File: src/hw/core_io_pkg.sv
//////////////////////////////////////////////////////////////////////
// player and audio/video side definitions for the bagman shell
// controller key bits, joystick port, colour and sound widths
//////////////////////////////////////////////////////////////////////

`default_nettype none

package core_io_pkg;

    // controller key map from the bridge
    typedef logic [15:0] key_t;

    // active low joystick port of the core
    typedef logic [7:0] joy_port_t;

    // key bit positions
    localparam int key_up    = 0;
    localparam int key_down  = 1;
    localparam int key_left  = 2;
    localparam int key_right = 3;
    localparam int key_fire1 = 4;
    localparam int key_fire2 = 5;
    // select button acts as coin
    localparam int key_coin  = 14;
    localparam int key_start = 15;

    // core pixel is 3-3-2
    typedef logic [2:0] color3_t;
    typedef logic [1:0] color2_t;

    // scaler side colour, 8 bits per channel
    typedef logic [23:0] rgb_t;

    // core sound, unsigned with midpoint near 4096
    typedef logic [12:0] sound_t;

    // signed pcm sample
    typedef logic signed [15:0] sample_t;

    // removes the dc bias of the core sound
    localparam sample_t sound_offset = 16'sd4096;

    // dark green shown in blanking for squa
    localparam rgb_t squa_backdrop = 24'h00_20_00;

    // player count of the cabinet
    localparam int num_players = 2;

endpackage

`default_nettype wire

File: src/hw/core_cfg_pkg.sv
//////////////////////////////////////////////////////////////////////
// configuration side definitions for the bagman shell
// bridge address map, game variant encoding, DIP byte type
// and the core reset pulse length
//////////////////////////////////////////////////////////////////////

`default_nettype none

package core_cfg_pkg;

    // bridge bus words
    typedef logic [31:0] bridge_addr_t;
    typedef logic [31:0] bridge_data_t;

    // dip switch byte handed to the core as is
    typedef logic [7:0] dip_t;

    // game variant
    // codes 5..7 have no name and fall back to bagman behaviour
    typedef enum logic [2:0] {
        mode_bagman  = 3'd0,
        mode_botanic = 3'd1,
        mode_pick    = 3'd2,
        mode_squa    = 3'd3,
        mode_sbag    = 3'd4
    } mode_t;

    // register map, exact match decode
    localparam bridge_addr_t addr_mode  = 32'h1000_0000;
    localparam bridge_addr_t addr_dips  = 32'h2000_0000;
    localparam bridge_addr_t addr_reset = 32'h3000_0000;

    // core reset pulse, in clk_74a cycles
    localparam int reset_pulse_cycles = 64;

    // must reach reset_pulse_cycles itself
    typedef logic [6:0] reset_count_t;

endpackage

`default_nettype wire
File: src/hw/bagman_shell.sv
//////////////////////////////////////////////////////////////////////
// bagman board glue top level
// config registers, two player mappers and the a/v output stage
//////////////////////////////////////////////////////////////////////

`default_nettype none

module bagman_shell
    import core_cfg_pkg::*;
    import core_io_pkg::*;
(
    input  wire logic         clk_74a,
    input  wire logic         rst_n,
    // bridge writes
    input  wire logic         bridge_wr,
    input  wire bridge_addr_t bridge_addr,
    input  wire bridge_data_t bridge_wr_data,
    // controllers
    input  wire key_t         cont_key [num_players],
    // core video and sound
    input  wire logic         pix_ce,
    input  wire color3_t      pix_r,
    input  wire color3_t      pix_g,
    input  wire color2_t      pix_b,
    input  wire logic         hblank,
    input  wire logic         vblank,
    input  wire logic         core_hs,
    input  wire logic         core_vs,
    input  wire sound_t       sound,
    // to the core
    output joy_port_t         joy_port [num_players],
    output mode_t             core_mode,
    output dip_t              dips,
    output logic              core_reset,
    // to the scaler and audio
    output rgb_t              video_rgb,
    output logic              video_de,
    output logic              video_hs,
    output logic              video_vs,
    output sample_t           sample
);

    // variant, dips and reset pulse
    cfg_regs u_cfg_regs (
        .clk_74a        (clk_74a),
        .rst_n          (rst_n),
        .bridge_wr      (bridge_wr),
        .bridge_addr    (bridge_addr),
        .bridge_wr_data (bridge_wr_data),
        .mode           (core_mode),
        .dips           (dips),
        .core_reset     (core_reset)
    );

    // one mapper per player, index selects coin/botanic bits
    for (genvar i = 0; i < num_players; i++) begin : g_player
        player_map #(
            .player_idx (i)
        ) u_player_map (
            .clk_74a  (clk_74a),
            .rst_n    (rst_n),
            .keys     (cont_key[i]),
            .mode     (core_mode),
            .joy_port (joy_port[i])
        );
    end

    av_out u_av_out (
        .clk_74a   (clk_74a),
        .rst_n     (rst_n),
        .pix_ce    (pix_ce),
        .pix_r     (pix_r),
        .pix_g     (pix_g),
        .pix_b     (pix_b),
        .hblank    (hblank),
        .vblank    (vblank),
        .core_hs   (core_hs),
        .core_vs   (core_vs),
        .mode      (core_mode),
        .sound     (sound),
        .video_rgb (video_rgb),
        .video_de  (video_de),
        .video_hs  (video_hs),
        .video_vs  (video_vs),
        .sample    (sample)
    );

endmodule

`default_nettype wire

File: src/hw/av_out.sv
//////////////////////////////////////////////////////////////////////
// video output stage: 3-3-2 expansion, data enable, sync pulses
// and squa backdrop, plus sound to signed sample conversion
//////////////////////////////////////////////////////////////////////

`default_nettype none

module av_out
    import core_cfg_pkg::*;
    import core_io_pkg::*;
(
    input  wire logic    clk_74a,
    input  wire logic    rst_n,
    input  wire logic    pix_ce,
    input  wire color3_t pix_r,
    input  wire color3_t pix_g,
    input  wire color2_t pix_b,
    input  wire logic    hblank,
    input  wire logic    vblank,
    input  wire logic    core_hs,
    input  wire logic    core_vs,
    input  wire mode_t   mode,
    input  wire sound_t  sound,
    output rgb_t         video_rgb,
    output logic         video_de,
    output logic         video_hs,
    output logic         video_vs,
    output sample_t      sample
);

    logic blank;
    logic hs_prev;
    logic vs_prev;
    rgb_t pix_rgb;

    assign blank = hblank | vblank;

    // bit repeat so full scale maps to 0xff
    assign pix_rgb = {pix_r, pix_r, pix_r[2:1],
                      pix_g, pix_g, pix_g[2:1],
                      {4{pix_b}}};

    //////////////////////////////////////////////////////////////////
    // video, advances on pix_ce only
    //////////////////////////////////////////////////////////////////

    always_ff @(posedge clk_74a) begin
        if (!rst_n) begin
            video_rgb <= '0;
            video_de  <= 1'b0;
            video_hs  <= 1'b0;
            video_vs  <= 1'b0;
            hs_prev   <= 1'b0;
            vs_prev   <= 1'b0;
        end else if (pix_ce) begin
            video_de <= ~blank;
            if (!blank) begin
                video_rgb <= pix_rgb;
            end else if (mode == mode_squa) begin
                video_rgb <= squa_backdrop;
            end else begin
                video_rgb <= '0;
            end
            // rising edge of core sync, one update wide
            video_hs <= core_hs & ~hs_prev;
            video_vs <= core_vs & ~vs_prev;
            hs_prev  <= core_hs;
            vs_prev  <= core_vs;
        end
    end

    //////////////////////////////////////////////////////////////////
    // audio, every clock
    //////////////////////////////////////////////////////////////////

    // zero extend then remove bias
    always_ff @(posedge clk_74a) begin
        if (!rst_n) begin
            sample <= '0;
        end else begin
            sample <= sample_t'({{($bits(sample_t) - $bits(sound_t)){1'b0}}, sound})
                      - sound_offset;
        end
    end

endmodule

`default_nettype wire

File: src/hw/player_map.sv
//////////////////////////////////////////////////////////////////////
// one player's key map to active low core joystick port
// variant dependent, registered
//////////////////////////////////////////////////////////////////////

`default_nettype none

module player_map
    import core_cfg_pkg::*;
    import core_io_pkg::*;
#(
    parameter int player_idx = 0
) (
    input  wire logic  clk_74a,
    input  wire logic  rst_n,
    input  wire key_t  keys,
    input  wire mode_t mode,
    output joy_port_t  joy_port
);

    logic      is_squa;
    logic      is_sbag;
    logic      is_botanic;
    logic [1:0] vert;
    logic      btn_start;
    logic      bit1;
    logic      bit0;
    joy_port_t joy_hi;

    // unnamed codes match none of these, so act as bagman
    assign is_squa    = (mode == mode_squa);
    assign is_sbag    = (mode == mode_sbag);
    assign is_botanic = (mode == mode_botanic);

    // squa reads a dial in place of up/down
    // down wins over up
    always_comb begin
        if (!is_squa) begin
            vert = {keys[key_down], keys[key_up]};
        end else if (keys[key_down]) begin
            vert = 2'd1;
        end else if (keys[key_up]) begin
            vert = 2'd2;
        end else begin
            vert = 2'd3;
        end
    end

    // sbag uses fire2 as a second start
    assign btn_start = keys[key_start] | (is_sbag & keys[key_fire2]);

    // player 1 flags botanic, only player 0 carries the coin
    assign bit1 = (player_idx == 1) ? is_botanic : 1'b0;
    assign bit0 = (player_idx == 0) ? keys[key_coin] : 1'b0;

    // active high view, inverted on the way out
    assign joy_hi = {keys[key_fire1], vert, keys[key_right], keys[key_left],
                     btn_start, bit1, bit0};

    always_ff @(posedge clk_74a) begin
        if (!rst_n) begin
            // all released
            joy_port <= '1;
        end else begin
            joy_port <= ~joy_hi;
        end
    end

endmodule

`default_nettype wire

File: src/hw/cfg_regs.sv
//////////////////////////////////////////////////////////////////////
// bridge write decode for variant, DIP and reset toggle registers
// plus the stretcher that turns a toggle into one core reset pulse
//////////////////////////////////////////////////////////////////////

`default_nettype none

module cfg_regs
    import core_cfg_pkg::*;
(
    input  wire logic         clk_74a,
    input  wire logic         rst_n,
    input  wire logic         bridge_wr,
    input  wire bridge_addr_t bridge_addr,
    input  wire bridge_data_t bridge_wr_data,
    output mode_t             mode,
    output dip_t              dips,
    output logic              core_reset
);

    logic         wr_mode;
    logic         wr_dips;
    logic         wr_reset;
    logic         toggle;
    logic         toggle_prev;
    reset_count_t reset_count;

    // exact address match, qualified by the write strobe
    assign wr_mode  = bridge_wr && (bridge_addr == addr_mode);
    assign wr_dips  = bridge_wr && (bridge_addr == addr_dips);
    assign wr_reset = bridge_wr && (bridge_addr == addr_reset);

    //////////////////////////////////////////////////////////////////
    // config registers
    //////////////////////////////////////////////////////////////////

    always_ff @(posedge clk_74a) begin
        if (!rst_n) begin
            mode   <= mode_bagman;
            dips   <= '0;
            toggle <= 1'b0;
        end else begin
            // low bits only, upper data ignored
            if (wr_mode) begin
                mode <= mode_t'(bridge_wr_data[$bits(mode_t)-1:0]);
            end
            if (wr_dips) begin
                dips <= bridge_wr_data[$bits(dip_t)-1:0];
            end
            // each write flips, the data word does not matter
            if (wr_reset) begin
                toggle <= ~toggle;
            end
        end
    end

    //////////////////////////////////////////////////////////////////
    // reset stretcher
    //////////////////////////////////////////////////////////////////

    // edge seen one clock after the flip
    // toggles inside a running pulse are absorbed by toggle_prev
    always_ff @(posedge clk_74a) begin
        if (!rst_n) begin
            toggle_prev <= 1'b0;
            core_reset  <= 1'b0;
            reset_count <= '0;
        end else begin
            toggle_prev <= toggle;
            if (!core_reset && (toggle != toggle_prev)) begin
                core_reset  <= 1'b1;
                reset_count <= reset_count_t'(1);
            end else if (core_reset) begin
                // count 1..reset_pulse_cycles while high
                if (reset_count == reset_count_t'(reset_pulse_cycles)) begin
                    core_reset  <= 1'b0;
                    reset_count <= '0;
                end else begin
                    reset_count <= reset_count + 1'b1;
                end
            end
        end
    end

endmodule

`default_nettype wire

File: config.mk
export PLATFORM = sky130hd
export DESIGN_NAME = bagman_shell
export DESIGN_NICKNAME = d
export VERILOG_FILES = /design/src/hw/core_io_pkg.sv /design/src/hw/core_cfg_pkg.sv /design/src/hw/bagman_shell.sv /design/src/hw/av_out.sv /design/src/hw/player_map.sv /design/src/hw/cfg_regs.sv
export SDC_FILE = /design/constraint.sdc
export NUM_CORES = 1
export LEC_CHECK = 0
export BUFFER_PORTS_ARGS = -buffer_cell sky130_fd_sc_hd__buf_4
export CAP_MARGIN = 40
export CORE_UTILIZATION = 40
export CTS_BUF_LIST = sky130_fd_sc_hd__clkbuf_4 sky130_fd_sc_hd__clkbuf_8
export CTS_CLUSTER_DIAMETER = 120
export DETAILED_ROUTE_END_ITERATION = 8
export GPL_TIMING_DRIVEN = 0
export MAX_ROUTING_LAYER = met4
export PLACE_DENSITY = 0.81
export SLEW_MARGIN = 20
export SYNTH_ARGS = -nofsm -noshare
export SYNTH_HDL_FRONTEND = slang
export SYNTH_SLANG_ARGS = --single-unit
File: constraint.sdc
create_clock -name clk_74a -period 2.6 [get_ports clk_74a]
set_input_delay 0.13 -clock clk_74a [delete_from_list [all_inputs] [get_ports clk_74a]]
set_output_delay 0.13 -clock clk_74a [all_outputs]
set_load 0.01 [all_outputs]
==> run_results.csv <==
group,metric,value,unit
cells_and_area,antennaDiodeCount,0,
timing,period_needed,1.401,ns
cts,clkSlewWorstSetupHoldPaths,0.07,ns
die,die_w,80.88,um
cells_and_area,fin_util,68.76,%
timing,rsz0062_at_grt,"false",
timing,period_share,53.88,%
setup_path,cp-startpoint,"u_cfg_regs.reset_count[2]$_SDFFE_PP0P_",
timing,max_freq,713.8,MHz
die,ios,196,
setup_path,reg2reg_from,"u_cfg_regs.reset_count[2]$_SDFFE_PP0P_",
synth,synth-edff-count,0,
cts,cts.sinks,62,
power_and_ir_drop,p_sw,0.4778,mW
synth,ys_seq_elements,62,
setup_path,cp-start-kind,"flip-flop",
die,rows,28,
routing,routed_wl,6639,um
routing,firstDrtPassIters,4,
power_and_ir_drop,seq_power_share,45.2,%
setup_path,arrival,1.62,ns
setup_path,r2r_end,"u_cfg_regs.reset_count[5]$_SDFFE_PP0P_",
synth,postSynthCellCount,262,
synth,avgSynthCellArea,9.499,um2
cts,cts_tree,"done",
synth,yosysTopAreaCellShare,49.87,%
setup_path,slowest_delay,0.37,ns
setup_path,critPathBufInv,0,
synth,ys_seq_area_share,49.87,%
routing,vias,2448,
timing,finalSetupViolCount,0,
global_routing,gr-total-overflow,0,
worst_hold_path,hold_path.class,"input port to flip-flop",
setup_path,required,2.82,ns
power_and_ir_drop,pwr-share-clk,42.4,%
power_and_ir_drop,powerDensity,535.4,nW/um2
placed_design,io_buffer_count,150,
power_and_ir_drop,peakVddDrop,0.0002472,V
flow_run,maxCapViolCount,0,
synth,yosys_most_used_dff,"dfxtp_1",
power_and_ir_drop,p_leak,1.894,nW
setup_path,worstPathMaxFanout,7,
global_routing,track_usage,20.82,%
setup_path,cp_cell_sequence,"nor4_1 > and3_1 > o21ai_0 > a21oi_1 > nor2_1",
die,die-area,6541,um2
placed_design,gp_congestion,0.8031,
routing,drtIter0Drc,24,
timing,slew_viol_final,0,
power_and_ir_drop,p_int,1.715,mW
cts,worstSkewPairLatency,0.33,ns
routing,vias_per_cell,4.708,
setup_path,cp_slowest_cell,"dfxtp_1",
global_routing,grt_pass1_wl,9970,um
power_and_ir_drop,comb_power_share,12.4,%
worst_hold_path,hp-start,"sound[7]",
global_routing,antenna_found_initial,0,
cts,cts_buffer_depth,2,
status,status,"complete, no violations",
die,start_util,41.79,%
cts,postCtsSetupRepairBufs,0,
setup_path,critical_path_depth,5,
placed_design,dp_hpwl,4903,um
synth,synth_cell_types,34,
die,die_y,80.88,um
cts,clock-root-buffer,"clkbuf_8",
synth,synthMostInstantiatedCell,"dfxtp_1",
timing,fin_skew,0.006344,ns
cells_and_area,num-nets-final,567,
synth,async_flop_share,0,%
routing,postRouteAntennaNets,0,
setup_path,endpoint_kind,"flip-flop",
routing,wire_per_inst,12.77,um
setup_path,critPathCapture,"u_cfg_regs.reset_count[5]$_SDFFE_PP0P_",
setup_path,critPathTopFamily,"simple AND/OR/NAND/NOR gates",
routing,drc_errors,0,
cts,htree_levels,3,
global_routing,grt_pass1_vias,2301,
timing,final_hold_viol_count,0,
setup_path,critical_path_class,"flip-flop to flip-flop",
synth,yosysWarnings,0,
setup_path,reg2reg_slack,1.20,ns
timing,fin_tns_setup,0,ns
synth,ys_top_cells_by_area,"dfxtp_1, buf_4, nand2_1",
cells_and_area,fill_cells,479,
cts,cts_buffers,9,
synth,yosys.area.top_type,"dfxtp_1",
die,core_area,5956,um2
global_routing,grt_max_degree,12,
synth,mappedNetlistArea,2489,um2
setup_path,rr_worst_depth,5,
cells_and_area,syn_to_final_growth,64.56,%
power_and_ir_drop,swShare,21.80,%
cells_and_area,layout-drive-gt1-share,44.27,%
synth,synth_common_cells,"dfxtp_1, nand2_1, buf_4, nand3_1, o21ai_0",
repair_timing:
action | 4_1_cts | 5_1_grt
gates resized for setup | 0 | 0
hold buffers | 16 | 0
endpoints found under the hold margin | 16 | 0
power groups by stage:
stage	Clock (mW)	Combinational (mW)	Sequential, mW
after CTS	0.950	0.273	0.991
final	0.931	0.271	0.991
after global routing	0.991	0.295	0.993
after global placement	0	0.247	1.01
after detailed placement	0	0.253	1.01
after floorplan	0	0.0726	1.03
final cells by class:
cell class                      count  area (um2)  area share (%)
Tap cell                           75       93.84           2.291
Timing Repair Buffer              166        1286           31.41
Inverter                            2       7.507          0.1833
Clock buffer                       10       137.6           3.361
Buffer                             34       214.0           5.225
Clock inverter                      6       85.08           2.078
Sequential cell                    62        1241           30.31
Multi-Input combinational cell    165        1030           25.15
registers in the layout (all words and copies together) (netlist names), 3 cells and up:
register                        cells
g_player.u_player_map.joy_port     14
u_av_out.sample                    13
u_av_out.video_rgb                  9
u_cfg_regs.dips                     8
u_cfg_regs.mode                     3
u_cfg_regs.reset_count              7
per-layer routing:
layer / vias up / track usage, % / part of all wire, %
li1: 1217 / - / -
met1: 1105 / 19.42 / 36
met2: 116 / 39.33 / 53
met3: 10 / 6.629 / 9.6
met4: 0 / 7.679 / 1.6
met5: - / - / 0
kinds of logic (layout without fill, tap and decap cells):
group	count (synthesis)	in the layout	synth area share, %
buf+inv	36	218	8.899
other cells	1	2	0.1507
compound gates	35	35	8.748
xor+xnor	5	5	1.760
fa+ha+maj	2	2	1.005
flops	62	62	49.87
simple gates	113	113	26.30
mux	8	8	3.268
stage by stage:
| stage | instances | instance area, um2 | total power, mW | setup slack (ns) | hold slack [ns] |
|---|---|---|---|---|---|
| 5_1_grt | 520 | 4095 | 2.279 | 1.057 | 0.001287 |
| 6_report | 520 | 4095 | 2.192 | 1.199 | 0.01572 |
| 3_5_place_dp | 488 | 3712 | 1.265 | 0.8888 | 0.2937 |
| 3_3_place_gp | 488 | 3712 | 1.259 | 0.9167 | 0.2872 |
| 4_1_cts | 520 | 4095 | 2.214 | 1.199 | 0.002088 |
| 2_1_floorplan | 263 | 2492 | 1.098 | 1.243 | 0.1919 |
worst reg2reg max path: stages (launching register included):
cell and delay (ns):
dfxtp_1 0.37, nor4_1 0.33, and3_1 0.27, o21ai_0 0.11
a21oi_1 0.17, nor2_1 0.05
how the worst min path moves through the flow:
| stage | endpoint | cells past startpoint |
|---|---|---|
| global route | u_av_out.sample[0]$_SDFF_PN0_ | 2 |
| finish | u_av_out.sample[7]$_SDFF_PN0_ | 2 |
| global placement | u_av_out.sample[14]$_SDFF_PN0_ | 2 |
| CTS | u_av_out.sample[7]$_SDFF_PN0_ | 2 |
| detailed placement | g_player[0].u_player_map.joy_port[0]$_SDFF_PN1_ | 2 |
| floorplan | g_player[0].u_player_map.joy_port[0]$_SDFF_PN1_ | 1 |
cell usage in the layout, fill, tap and decap left out, types with 3 or more instances in the layout:
cell,n
nor2b_1,5
nand3b_1,4
nor4_2,3
and2_1,13
dfxtp_1,62
nor2_1,10
nand4_1,3
nor4_1,4
clkbuf_1,12
buf_4,171
nand2_1,30
mux2i_1,7
clkbuf_8,10
nand3_1,19
a21oi_1,5
dlygate4sd3_1,16
nor3_1,3
nand2b_1,11
xor2_1,3
a21boi_0,10
o21ai_0,16
No activity file was read; power rests on OpenSTA's default activity.
